===== src/rtl/noc_pkg.sv =====
package noc_pkg;

    localparam int FLIT_W    = 35;
    localparam int NUM_VC    = 2;
    localparam int NUM_PORTS = 3;

    // Port indices inside a router
    localparam int PORT_WEST  = 0;
    localparam int PORT_EAST  = 1;
    localparam int PORT_LOCAL = 2;

    // Top two bits of every flit
    typedef enum logic [1:0] {
        KIND_BODY   = 2'b00,
        KIND_HEAD   = 2'b01,
        KIND_TAIL   = 2'b10,
        KIND_SINGLE = 2'b11
    } flit_kind_t;

    typedef struct packed {
        flit_kind_t  kind;
        logic [1:0]  dst_x;
        logic [1:0]  dst_y;
        logic [28:0] payload;
    } head_flit_t;

    typedef struct packed {
        flit_kind_t  kind;
        logic [32:0] payload;
    } body_flit_t;

    // Same word, read by kind as a head or as plain data
    typedef union packed {
        head_flit_t head;
        body_flit_t body;
    } flit_t;

    function automatic logic is_head(flit_kind_t kind);
        return (kind == KIND_HEAD) || (kind == KIND_SINGLE);
    endfunction

    function automatic logic is_tail(flit_kind_t kind);
        return (kind == KIND_TAIL) || (kind == KIND_SINGLE);
    endfunction

endpackage


===== src/rtl/credit_counter.sv =====
`timescale 1ns/10ps

module credit_counter #(
    parameter int BUF_DEPTH = 4
) (
    input  logic                       i_clk,
    input  logic                       i_rst,
    input  logic [noc_pkg::NUM_VC-1:0] i_send,
    input  logic [noc_pkg::NUM_VC-1:0] i_ack,
    output logic [noc_pkg::NUM_VC-1:0] o_has_credit
);
    import noc_pkg::*;

    localparam int CNT_W = $clog2(BUF_DEPTH + 1);
    localparam logic [CNT_W-1:0] FULL = CNT_W'(BUF_DEPTH);

    for (genvar v = 0; v < NUM_VC; v++) begin : g_vc
        logic [CNT_W-1:0] count;

        // Send and ack in one cycle cancel out
        always_ff @(posedge i_clk) begin
            if (i_rst) begin
                count <= FULL;
            end else begin
                case ({i_send[v], i_ack[v]})
                    2'b10: if (count != '0) count <= count - 1'b1;
                    2'b01: if (count != FULL) count <= count + 1'b1;
                    default: count <= count;
                endcase
            end
        end

        assign o_has_credit[v] = (count != '0);

        // Allocator never sends without credit
        a_no_negative: assert property (@(posedge i_clk) disable iff (i_rst)
            i_send[v] |-> count != '0);

        // Downstream never returns more credits than it has slots
        a_no_excess: assert property (@(posedge i_clk) disable iff (i_rst)
            (i_ack[v] && !i_send[v]) |-> count != FULL);
    end

endmodule


===== src/rtl/mesh_router.sv =====
`timescale 1ns/10ps

module mesh_router #(
    parameter logic [1:0] MY_X      = 2'd0,
    parameter logic [1:0] MY_Y      = 2'd0,
    parameter int         BUF_DEPTH = 4
) (
    input  logic                       i_clk,
    input  logic                       i_rst,
    input  noc_pkg::flit_t             i_data_west,
    input  logic                       i_valid_west,
    input  logic                       i_vch_west,
    input  logic [noc_pkg::NUM_VC-1:0] i_ack_west,
    input  logic [noc_pkg::NUM_VC-1:0] i_lck_west,
    output noc_pkg::flit_t             o_data_west,
    output logic                       o_valid_west,
    output logic                       o_vch_west,
    output logic [noc_pkg::NUM_VC-1:0] o_ack_west,
    output logic [noc_pkg::NUM_VC-1:0] o_lck_west,
    output logic [noc_pkg::NUM_VC-1:0] o_rdy_west,
    input  noc_pkg::flit_t             i_data_east,
    input  logic                       i_valid_east,
    input  logic                       i_vch_east,
    input  logic [noc_pkg::NUM_VC-1:0] i_ack_east,
    input  logic [noc_pkg::NUM_VC-1:0] i_lck_east,
    output noc_pkg::flit_t             o_data_east,
    output logic                       o_valid_east,
    output logic                       o_vch_east,
    output logic [noc_pkg::NUM_VC-1:0] o_ack_east,
    output logic [noc_pkg::NUM_VC-1:0] o_lck_east,
    output logic [noc_pkg::NUM_VC-1:0] o_rdy_east,
    input  noc_pkg::flit_t             i_data_local,
    input  logic                       i_valid_local,
    input  logic                       i_vch_local,
    input  logic [noc_pkg::NUM_VC-1:0] i_ack_local,
    input  logic [noc_pkg::NUM_VC-1:0] i_lck_local,
    output noc_pkg::flit_t             o_data_local,
    output logic                       o_valid_local,
    output logic                       o_vch_local,
    output logic [noc_pkg::NUM_VC-1:0] o_ack_local,
    output logic [noc_pkg::NUM_VC-1:0] o_lck_local,
    output logic [noc_pkg::NUM_VC-1:0] o_rdy_local
);
    import noc_pkg::*;

    // Flat requester index is port * NUM_VC + vc throughout
    localparam int NUM_REQ = NUM_PORTS * NUM_VC;

    flit_t [NUM_PORTS-1:0]             in_data;
    logic  [NUM_PORTS-1:0]             in_valid;
    logic  [NUM_PORTS-1:0]             in_vch;
    logic  [NUM_PORTS-1:0][NUM_VC-1:0] in_ack;
    logic  [NUM_PORTS-1:0][NUM_VC-1:0] in_lck;
    flit_t [NUM_REQ-1:0]               head_data;
    logic  [NUM_REQ-1:0]               head_valid;
    logic  [NUM_REQ-1:0]               deq;
    logic  [NUM_REQ-1:0]               buf_ack;
    logic  [NUM_REQ-1:0]               buf_rdy;
    logic  [NUM_REQ-1:0]               buf_lck;
    logic  [NUM_REQ-1:0]               req_head;
    logic  [NUM_REQ-1:0]               req_tail;
    logic  [NUM_REQ-1:0]               req   [NUM_PORTS];
    logic  [NUM_REQ-1:0]               grant [NUM_PORTS];
    logic  [1:0]                       route_q   [NUM_REQ];
    logic  [1:0]                       route_now [NUM_REQ];
    flit_t                             out_data  [NUM_PORTS];
    logic                              out_valid [NUM_PORTS];
    logic                              out_vch   [NUM_PORTS];

    function automatic logic [1:0] xroute(logic [1:0] dst_x);
        if (dst_x < MY_X) return 2'(PORT_WEST);
        if (dst_x > MY_X) return 2'(PORT_EAST);
        return 2'(PORT_LOCAL);
    endfunction

    assign in_data  = {i_data_local, i_data_east, i_data_west};
    assign in_valid = {i_valid_local, i_valid_east, i_valid_west};
    assign in_vch   = {i_vch_local, i_vch_east, i_vch_west};
    assign in_ack   = {i_ack_local, i_ack_east, i_ack_west};
    assign in_lck   = {i_lck_local, i_lck_east, i_lck_west};

    for (genvar p = 0; p < NUM_PORTS; p++) begin : g_in
        vc_input_buffer #(.BUF_DEPTH(BUF_DEPTH)) u_buf (
            .i_clk        (i_clk),
            .i_rst        (i_rst),
            .i_data       (in_data[p]),
            .i_valid      (in_valid[p]),
            .i_vch        (in_vch[p]),
            .i_deq        (deq[p*NUM_VC +: NUM_VC]),
            .o_head_data  (head_data[p*NUM_VC +: NUM_VC]),
            .o_head_valid (head_valid[p*NUM_VC +: NUM_VC]),
            .o_ack        (buf_ack[p*NUM_VC +: NUM_VC]),
            .o_rdy        (buf_rdy[p*NUM_VC +: NUM_VC]),
            .o_lck        (buf_lck[p*NUM_VC +: NUM_VC])
        );
    end

    // Heads pick their port from dst_x, later flits follow the stored choice
    always_comb begin
        for (int r = 0; r < NUM_REQ; r++) begin
            req_head[r]  = is_head(head_data[r].head.kind);
            req_tail[r]  = is_tail(head_data[r].head.kind);
            route_now[r] = req_head[r] ? xroute(head_data[r].head.dst_x) : route_q[r];
            for (int o = 0; o < NUM_PORTS; o++) begin
                req[o][r] = head_valid[r] && (route_now[r] == 2'(o));
            end
        end
    end

    always_ff @(posedge i_clk) begin
        for (int r = 0; r < NUM_REQ; r++) begin
            if (i_rst) begin
                route_q[r] <= 2'(PORT_LOCAL);
            end else if (deq[r] && req_head[r]) begin
                route_q[r] <= route_now[r];
            end
        end
    end

    always_comb begin
        deq = '0;
        for (int o = 0; o < NUM_PORTS; o++) begin
            deq = deq | grant[o];
        end
    end

    for (genvar o = 0; o < NUM_PORTS; o++) begin : g_out
        flit_t             xbar_data;
        logic              xbar_vch;
        logic [NUM_VC-1:0] send;
        logic [NUM_VC-1:0] has_credit;

        output_allocator u_alloc (
            .i_clk        (i_clk),
            .i_rst        (i_rst),
            .i_req        (req[o]),
            .i_req_head   (req_head),
            .i_req_tail   (req_tail),
            .i_has_credit (has_credit),
            .i_lck        (in_lck[o]),
            .o_grant      (grant[o])
        );

        credit_counter #(.BUF_DEPTH(BUF_DEPTH)) u_credit (
            .i_clk        (i_clk),
            .i_rst        (i_rst),
            .i_send       (send),
            .i_ack        (in_ack[o]),
            .o_has_credit (has_credit)
        );

        always_comb begin
            xbar_data = '0;
            xbar_vch  = 1'b0;
            send      = '0;
            for (int r = 0; r < NUM_REQ; r++) begin
                if (grant[o][r]) begin
                    xbar_data          = head_data[r];
                    xbar_vch           = 1'(r % NUM_VC);
                    send[r % NUM_VC]   = 1'b1;
                end
            end
        end

        // Crossbar output register launches the granted flit
        always_ff @(posedge i_clk) begin
            if (i_rst) begin
                out_valid[o] <= 1'b0;
            end else begin
                out_valid[o] <= |grant[o];
            end
        end

        always_ff @(posedge i_clk) begin
            if (|grant[o]) begin
                out_data[o] <= xbar_data;
                out_vch[o]  <= xbar_vch;
            end
        end
    end

    // One-row mesh, so local heads must already sit on our row
    for (genvar r = 0; r < NUM_REQ; r++) begin : g_chk
        a_local_row: assert property (@(posedge i_clk) disable iff (i_rst)
            deq[r] && req_head[r] && route_now[r] == 2'(PORT_LOCAL)
            |-> head_data[r].head.dst_y == MY_Y);
    end

    assign o_data_west   = out_data[PORT_WEST];
    assign o_valid_west  = out_valid[PORT_WEST];
    assign o_vch_west    = out_vch[PORT_WEST];
    assign o_data_east   = out_data[PORT_EAST];
    assign o_valid_east  = out_valid[PORT_EAST];
    assign o_vch_east    = out_vch[PORT_EAST];
    assign o_data_local  = out_data[PORT_LOCAL];
    assign o_valid_local = out_valid[PORT_LOCAL];
    assign o_vch_local   = out_vch[PORT_LOCAL];

    assign {o_ack_local, o_ack_east, o_ack_west} = buf_ack;
    assign {o_rdy_local, o_rdy_east, o_rdy_west} = buf_rdy;
    assign {o_lck_local, o_lck_east, o_lck_west} = buf_lck;

endmodule


===== src/rtl/mesh_row.sv =====
`timescale 1ns/10ps

module mesh_row #(
    parameter int BUF_DEPTH = 4
) (
    input  logic                       i_clk,
    input  logic                       i_rst,
    input  noc_pkg::flit_t             i_data_0,
    input  logic                       i_valid_0,
    input  logic                       i_vch_0,
    input  logic [noc_pkg::NUM_VC-1:0] i_ack_0,
    input  logic [noc_pkg::NUM_VC-1:0] i_lck_0,
    output noc_pkg::flit_t             o_data_0,
    output logic                       o_valid_0,
    output logic                       o_vch_0,
    output logic [noc_pkg::NUM_VC-1:0] o_ack_0,
    output logic [noc_pkg::NUM_VC-1:0] o_lck_0,
    output logic [noc_pkg::NUM_VC-1:0] o_rdy_0,
    input  noc_pkg::flit_t             i_data_1,
    input  logic                       i_valid_1,
    input  logic                       i_vch_1,
    input  logic [noc_pkg::NUM_VC-1:0] i_ack_1,
    input  logic [noc_pkg::NUM_VC-1:0] i_lck_1,
    output noc_pkg::flit_t             o_data_1,
    output logic                       o_valid_1,
    output logic                       o_vch_1,
    output logic [noc_pkg::NUM_VC-1:0] o_ack_1,
    output logic [noc_pkg::NUM_VC-1:0] o_lck_1,
    output logic [noc_pkg::NUM_VC-1:0] o_rdy_1
);
    import noc_pkg::*;

    // Link from router 0 east to router 1 west
    flit_t             r0_to_r1_data;
    logic              r0_to_r1_valid;
    logic              r0_to_r1_vch;
    logic [NUM_VC-1:0] r0_to_r1_ack;
    logic [NUM_VC-1:0] r0_to_r1_lck;

    // And back again
    flit_t             r1_to_r0_data;
    logic              r1_to_r0_valid;
    logic              r1_to_r0_vch;
    logic [NUM_VC-1:0] r1_to_r0_ack;
    logic [NUM_VC-1:0] r1_to_r0_lck;

    // Router 0 has no west neighbor
    mesh_router #(.MY_X(2'd0), .MY_Y(2'd0), .BUF_DEPTH(BUF_DEPTH)) u_rtr0 (
        .i_clk         (i_clk),
        .i_rst         (i_rst),
        .i_data_west   ('0),
        .i_valid_west  (1'b0),
        .i_vch_west    (1'b0),
        .i_ack_west    ('0),
        .i_lck_west    ('0),
        .o_data_west   (),
        .o_valid_west  (),
        .o_vch_west    (),
        .o_ack_west    (),
        .o_lck_west    (),
        .o_rdy_west    (),
        .i_data_east   (r1_to_r0_data),
        .i_valid_east  (r1_to_r0_valid),
        .i_vch_east    (r1_to_r0_vch),
        .i_ack_east    (r1_to_r0_ack),
        .i_lck_east    (r1_to_r0_lck),
        .o_data_east   (r0_to_r1_data),
        .o_valid_east  (r0_to_r1_valid),
        .o_vch_east    (r0_to_r1_vch),
        .o_ack_east    (r0_to_r1_ack),
        .o_lck_east    (r0_to_r1_lck),
        .o_rdy_east    (),
        .i_data_local  (i_data_0),
        .i_valid_local (i_valid_0),
        .i_vch_local   (i_vch_0),
        .i_ack_local   (i_ack_0),
        .i_lck_local   (i_lck_0),
        .o_data_local  (o_data_0),
        .o_valid_local (o_valid_0),
        .o_vch_local   (o_vch_0),
        .o_ack_local   (o_ack_0),
        .o_lck_local   (o_lck_0),
        .o_rdy_local   (o_rdy_0)
    );

    // Router 1 has no east neighbor
    mesh_router #(.MY_X(2'd1), .MY_Y(2'd0), .BUF_DEPTH(BUF_DEPTH)) u_rtr1 (
        .i_clk         (i_clk),
        .i_rst         (i_rst),
        .i_data_west   (r0_to_r1_data),
        .i_valid_west  (r0_to_r1_valid),
        .i_vch_west    (r0_to_r1_vch),
        .i_ack_west    (r0_to_r1_ack),
        .i_lck_west    (r0_to_r1_lck),
        .o_data_west   (r1_to_r0_data),
        .o_valid_west  (r1_to_r0_valid),
        .o_vch_west    (r1_to_r0_vch),
        .o_ack_west    (r1_to_r0_ack),
        .o_lck_west    (r1_to_r0_lck),
        .o_rdy_west    (),
        .i_data_east   ('0),
        .i_valid_east  (1'b0),
        .i_vch_east    (1'b0),
        .i_ack_east    ('0),
        .i_lck_east    ('0),
        .o_data_east   (),
        .o_valid_east  (),
        .o_vch_east    (),
        .o_ack_east    (),
        .o_lck_east    (),
        .o_rdy_east    (),
        .i_data_local  (i_data_1),
        .i_valid_local (i_valid_1),
        .i_vch_local   (i_vch_1),
        .i_ack_local   (i_ack_1),
        .i_lck_local   (i_lck_1),
        .o_data_local  (o_data_1),
        .o_valid_local (o_valid_1),
        .o_vch_local   (o_vch_1),
        .o_ack_local   (o_ack_1),
        .o_lck_local   (o_lck_1),
        .o_rdy_local   (o_rdy_1)
    );

endmodule


===== src/rtl/output_allocator.sv =====
`timescale 1ns/10ps

module output_allocator (
    input  logic                                          i_clk,
    input  logic                                          i_rst,
    input  logic [noc_pkg::NUM_PORTS*noc_pkg::NUM_VC-1:0] i_req,
    input  logic [noc_pkg::NUM_PORTS*noc_pkg::NUM_VC-1:0] i_req_head,
    input  logic [noc_pkg::NUM_PORTS*noc_pkg::NUM_VC-1:0] i_req_tail,
    input  logic [noc_pkg::NUM_VC-1:0]                    i_has_credit,
    input  logic [noc_pkg::NUM_VC-1:0]                    i_lck,
    output logic [noc_pkg::NUM_PORTS*noc_pkg::NUM_VC-1:0] o_grant
);
    import noc_pkg::*;

    // Requester r is input port r / NUM_VC on VC r % NUM_VC
    localparam int NUM_REQ = NUM_PORTS * NUM_VC;
    localparam int REQ_W   = $clog2(NUM_REQ);
    localparam int VC_W    = $clog2(NUM_VC);

    typedef enum logic {
        VC_IDLE,
        VC_LOCKED
    } vc_state_t;

    vc_state_t          state [NUM_VC];
    logic [REQ_W-1:0]   owner [NUM_VC];
    logic [REQ_W-1:0]   rr_ptr;
    logic [REQ_W-1:0]   win_idx;
    logic [VC_W-1:0]    win_vc;
    logic               win_any;
    logic [NUM_REQ-1:0] elig;

    always_comb begin
        for (int r = 0; r < NUM_REQ; r++) begin
            elig[r] = i_req[r] && i_has_credit[r % NUM_VC] &&
                      ((state[r % NUM_VC] == VC_IDLE && i_req_head[r] && !i_lck[r % NUM_VC]) ||
                       (state[r % NUM_VC] == VC_LOCKED && owner[r % NUM_VC] == REQ_W'(r)));
        end
    end

    // Round robin search from the slot after the last winner
    always_comb begin
        int idx;
        o_grant = '0;
        win_any = 1'b0;
        win_idx = '0;
        for (int k = 0; k < NUM_REQ; k++) begin
            idx = (int'(rr_ptr) + k) % NUM_REQ;
            if (!win_any && elig[idx]) begin
                win_any = 1'b1;
                win_idx = REQ_W'(idx);
            end
        end
        if (win_any) begin
            o_grant[win_idx] = 1'b1;
        end
    end

    // VC count is a power of two, so the low bits give the VC
    assign win_vc = win_idx[VC_W-1:0];

    always_ff @(posedge i_clk) begin
        if (i_rst) begin
            rr_ptr <= '0;
            for (int v = 0; v < NUM_VC; v++) begin
                state[v] <= VC_IDLE;
                owner[v] <= '0;
            end
        end else if (win_any) begin
            rr_ptr <= (int'(win_idx) == NUM_REQ - 1) ? '0 : win_idx + 1'b1;
            if (i_req_tail[win_idx]) begin
                state[win_vc] <= VC_IDLE;
            end else if (i_req_head[win_idx]) begin
                state[win_vc] <= VC_LOCKED;
                owner[win_vc] <= win_idx;
            end
        end
    end

    // A locked VC sees only body or tail flits from its owner
    for (genvar v = 0; v < NUM_VC; v++) begin : g_chk
        a_owner_no_head: assert property (@(posedge i_clk) disable iff (i_rst)
            state[v] == VC_LOCKED && i_req[owner[v]] |-> !i_req_head[owner[v]]);
    end

endmodule


===== src/rtl/vc_input_buffer.sv =====
`timescale 1ns/10ps

module vc_input_buffer #(
    parameter int BUF_DEPTH = 4
) (
    input  logic                                   i_clk,
    input  logic                                   i_rst,
    input  noc_pkg::flit_t                         i_data,
    input  logic                                   i_valid,
    input  logic                                   i_vch,
    input  logic [noc_pkg::NUM_VC-1:0]             i_deq,
    output noc_pkg::flit_t [noc_pkg::NUM_VC-1:0]   o_head_data,
    output logic [noc_pkg::NUM_VC-1:0]             o_head_valid,
    output logic [noc_pkg::NUM_VC-1:0]             o_ack,
    output logic [noc_pkg::NUM_VC-1:0]             o_rdy,
    output logic [noc_pkg::NUM_VC-1:0]             o_lck
);
    import noc_pkg::*;

    localparam int PTR_W = $clog2(BUF_DEPTH);

    for (genvar v = 0; v < NUM_VC; v++) begin : g_vc
        flit_t            mem [BUF_DEPTH];
        logic [PTR_W-1:0] wr_ptr;
        logic [PTR_W-1:0] rd_ptr;
        logic [PTR_W:0]   count;
        logic             wr_en;

        assign wr_en = i_valid && (i_vch == 1'(v));

        always_ff @(posedge i_clk) begin
            if (wr_en) begin
                mem[wr_ptr] <= i_data;
            end
        end

        // Pointers wrap on their own since the depth is a power of two
        always_ff @(posedge i_clk) begin
            if (i_rst) begin
                wr_ptr   <= '0;
                rd_ptr   <= '0;
                count    <= '0;
                o_lck[v] <= 1'b0;
            end else begin
                if (wr_en) begin
                    wr_ptr <= wr_ptr + 1'b1;
                end
                if (i_deq[v]) begin
                    rd_ptr <= rd_ptr + 1'b1;
                    // Single flits open and close in one pop
                    if (is_tail(o_head_data[v].head.kind)) begin
                        o_lck[v] <= 1'b0;
                    end else if (is_head(o_head_data[v].head.kind)) begin
                        o_lck[v] <= 1'b1;
                    end
                end
                count <= count + {{PTR_W{1'b0}}, wr_en} - {{PTR_W{1'b0}}, i_deq[v]};
            end
        end

        assign o_head_data[v]  = mem[rd_ptr];
        assign o_head_valid[v] = (count != '0);
        assign o_rdy[v]        = (count != (PTR_W+1)'(BUF_DEPTH));
        // Every pop hands one credit back upstream
        assign o_ack[v]        = i_deq[v];

        // Upstream credits must keep the FIFO from overflowing
        a_no_overflow: assert property (@(posedge i_clk) disable iff (i_rst)
            wr_en |-> o_rdy[v]);

        a_no_underflow: assert property (@(posedge i_clk) disable iff (i_rst)
            i_deq[v] |-> o_head_valid[v]);
    end

endmodule


===== config.mk =====
export PLATFORM = sky130hd
export DESIGN_NAME = mesh_row
export DESIGN_NICKNAME = d
export VERILOG_FILES = /design/src/rtl/noc_pkg.sv /design/src/rtl/credit_counter.sv /design/src/rtl/mesh_router.sv /design/src/rtl/mesh_row.sv /design/src/rtl/output_allocator.sv /design/src/rtl/vc_input_buffer.sv
export SDC_FILE = /design/constraint.sdc
export NUM_CORES = 2
export LEC_CHECK = 0
export BUFFER_PORTS_ARGS = -buffer_cell sky130_fd_sc_hd__buf_2
export CAP_MARGIN = 40
export CORE_UTILIZATION = 60
export DETAILED_ROUTE_END_ITERATION = 8
export HOLD_SLACK_MARGIN = 0.05
export PLACE_DENSITY = 0.75
export SYNTH_ARGS = -nofsm -noshare
export SYNTH_HDL_FRONTEND = slang
export SYNTH_SLANG_ARGS = --single-unit

===== constraint.sdc =====
create_clock -name i_clk -period 8.2 [get_ports i_clk]
set_input_delay 0.41 -clock i_clk [delete_from_list [all_inputs] [get_ports i_clk]]
set_output_delay 0.41 -clock i_clk [all_outputs]
set_load 0.02 [all_outputs]

==> out/results.ini <==
[worst_setup_path]
cp_data_required_time_ns=8.63
slowest_stage=dfxtp_2
cp_max_fo=22
cpMostUsedCell=o21ai_1
path_class=reg2reg
critical_path.cell_chain=mux4_2 > nor3b_1 > nor4_1 > o21ai_1 > o2111ai_1 > o32ai_1 > mux2i_4 > inv_1 > nand2_1 > buf_4 > o22ai_1 > or4_1 > o21ai_1
r2r_slack_ns=1.53
cpPeakStageDelay_ns=0.86
startpoint_type=flip-flop
r2r_end=u_rtr0.g_out[1].u_alloc.owner[1][0]
ff2ff_path_depth=13
cp.arrival_ns=7.10
endpoint_kind=flip-flop

[grt]
grt_first_pass_wirelength_mm=247
grtUsageTotal=0.299
grt_max_degree=74
grt_pass1_vias=40300
antenna_found_initial=1
overflow=0

[timing]
post-route-period-util=0.813
min_period_ns=6.67
drv_slew=0
worst_pin_slew_ns=0.992
rsz0062_at_grt=no
hold_violations=0
maxSlewHeadroom=0.338
tns_ns=0
setup-violations-final=0
fmax_ghz=0.150
fin_skew_ns=0.0241

[synthesis]
synth_area_um2=65400
ys_types=108
synth_compound_area_frac=0.0831
muxShareOfSynthArea=0.113
synth_top_area_share=0.610
avgSynthCellArea_um2=15.1
synth_edf_count=1328
syn_inst=4325
ys_seq_area_frac=0.656
synth_top_family_by_area=multiplexers
synthAdderAreaFrac=0.0307
synth-simple-area-share=0.0828
synth_xor_area_frac=0.0109
ys.flop_type=edfxtp_1
yosysTopAreaCell=edfxtp_1
ys_ff_latch=1478
yosys-top-cells-area=edfxtp_1, mux4_2, dfxtp_1, ha_1, nor2_1
ys_warn_count=0
async_reset_ff_frac=0

[die]
die_area_um2=110000
dieWidth_um=332
placementRows=120
start_util=0.608
fp.dieH_um=332
core_area_um2=108000
pin_count=170

[routing]
ant_nets=0
vias=40500
drt-total-wl_mm=166
wl_per_cell_um=27.2
viasPerCell=6.63
drtIter0Drc=4704
drt_pass1_iterations=6
drc=0

[clocking]
cts_root_buf=clkbuf_16
cts-htree-levels=4
hold_buffers=77
cts_made_buffers=147
ctsLongestPathBuffers=3
cts_resized=0
clk_latency_ns=0.75
cts_num_sinks=1478
clk_pin_slew_ns=0.06
tritoncts=done
post_cts_buffers=0

[worst_hold_path]
hold_start=i_ack_1[1]
hp-class=in2reg
holdPathEnd=u_rtr1.g_out[2].u_credit.g_vc[1].count[2]
hold_depth=3

[place]
gp_congestion=0.904
io_buffers=169
dpl.hpwl_mm=105

[cells_and_area]
area_growth_pct=12.5
drive_above_1_share=0.187
final_common_cell=edfxtp_1
nFillCells=6963
mostFrequentLayoutCells=edfxtp_1, nor2_1, mux4_2
seq_area_um2=42900
multi_input_area_um2=21100
nets=4822

[flow_run]
maxCapViolations=0

[status]
status=complete, no violations

state kept, by name, summed over array words and instances (netlist names), 8 cells and up, named ones only:
register,cells
u_rtr0.g_in.u_buf.g_vc.count,18
u_rtr1.g_out.u_credit.g_vc.count,18
u_rtr1.route_q,8
u_rtr0.route_q,8
u_rtr1.g_in.u_buf.g_vc.count,18
u_rtr0.g_out.u_alloc.rr_ptr,9
u_rtr0.out_data,70
u_rtr1.g_out.u_alloc.owner,18
u_rtr1.out_data,70
u_rtr0.g_in.u_buf.g_vc.mem,560
u_rtr1.g_in.u_buf.g_vc.mem,560
u_rtr0.g_out.u_credit.g_vc.count,18
u_rtr0.g_out.u_alloc.owner,18
u_rtr0.g_in.u_buf.g_vc.wr_ptr,8
u_rtr1.g_in.u_buf.g_vc.rd_ptr,8
u_rtr1.g_out.u_alloc.rr_ptr,9
u_rtr0.g_in.u_buf.g_vc.rd_ptr,8
u_rtr1.g_in.u_buf.g_vc.wr_ptr,8
kinds of logic after synthesis:
logic type	Yosys count
other cells	1
simple gates	1099
fa+ha+maj	151
flops	1478
buf+inv	385
xor+xnor	81
compound gates	742
mux	388
metrics by stage:
stage,utilization,hold slack (ns),worst slack [ns],std cells,area (µm²)
global placement,0.628,0.441,1.83,5729,67600
finish,0.684,0.105,1.53,6103,73600
global route,0.684,0.114,1.03,6103,73600
CTS,0.684,0.0747,1.64,6102,73600
detailed placement,0.635,0.447,1.70,5764,68300
floorplan,-,0.436,2.42,4343,65500
critical path: cells and delay by family (launching register included):
family	cells	cell delay (ns)
simple gates	4	1.86
compound gates	5	1.45
mux	2	1.38
flops	1	0.86
buf+inv	2	0.77
Yosys cell counts (22+ instances only):
| cell | instances |
|---|---|
| a211oi_1 | 46 |
| nor2b_1 | 39 |
| nand3_1 | 43 |
| nand2b_1 | 31 |
| buf_1 | 25 |
| nor3b_1 | 27 |
| mux4_2 | 280 |
| clkbuf_1 | 168 |
| and2_1 | 45 |
| a31oi_1 | 56 |
| and3_1 | 42 |
| dfxtp_1 | 150 |
| o21a_1 | 53 |
| mux2i_1 | 99 |
| a21oi_1 | 127 |
| or3_1 | 35 |
| nand2_1 | 213 |
| o21ai_0 | 71 |
| xnor2_1 | 59 |
| a221oi_1 | 86 |
| nor4_1 | 24 |
| edfxtp_1 | 1328 |
| ha_1 | 135 |
| o211ai_1 | 25 |
| xor2_1 | 22 |
| nor3_1 | 62 |
| o22ai_1 | 66 |
| nor2_1 | 422 |
| inv_1 | 143 |
| buf_2 | 32 |
how the worst max path moves through the flow:
stage / to / cells past startpoint / slack (ns) / startpoint
finish: u_rtr0.g_out[1].u_alloc.owner[1][0] / 13 / 1.53 / flip-flop
CTS: u_rtr0.g_out[1].u_alloc.owner[0][2] / 13 / 1.64 / flip-flop
floorplan: u_rtr0.g_out[1].u_credit.g_vc[0].count[2] / 18 / 2.42 / u_rtr0.g_out[1].u_alloc.rr_ptr[0]
global placement: u_rtr0.g_in[2].u_buf.g_vc[1].count[2] / 17 / 1.83 / flip-flop
global route: u_rtr0.g_in[1].u_buf.g_vc[0].count[2] / 19 / 1.03 / flip-flop
detailed placement: u_rtr0.g_out[1].u_alloc.owner[0][1] / 13 / 1.70 / flip-flop
final cells by class:
cell class              count  area share
well taps                1403      0.0239
diodes                      1   0.0000340
clock buffers             192      0.0543
flip-flops and latches   1478       0.583
repair buffers            327      0.0368
multi-input cells        2480       0.287
inverters                 153     0.00784
clock inverters            69     0.00697
metal layers:
metal | track usage | up-vias | wire (µm)
met5 | 0 | - | 0
li1 | - | 17500 | -
met3 | 0.0398 | 461 | 11100
met1 | 0.378 | 20300 | 61700
met2 | 0.508 | 2176 | 83800
met4 | 0.158 | 0 | 9230
Power is left out: the tool's default activity adds up to more than one toggle a clock period on the data nets, which glitch-free logic cannot reach.
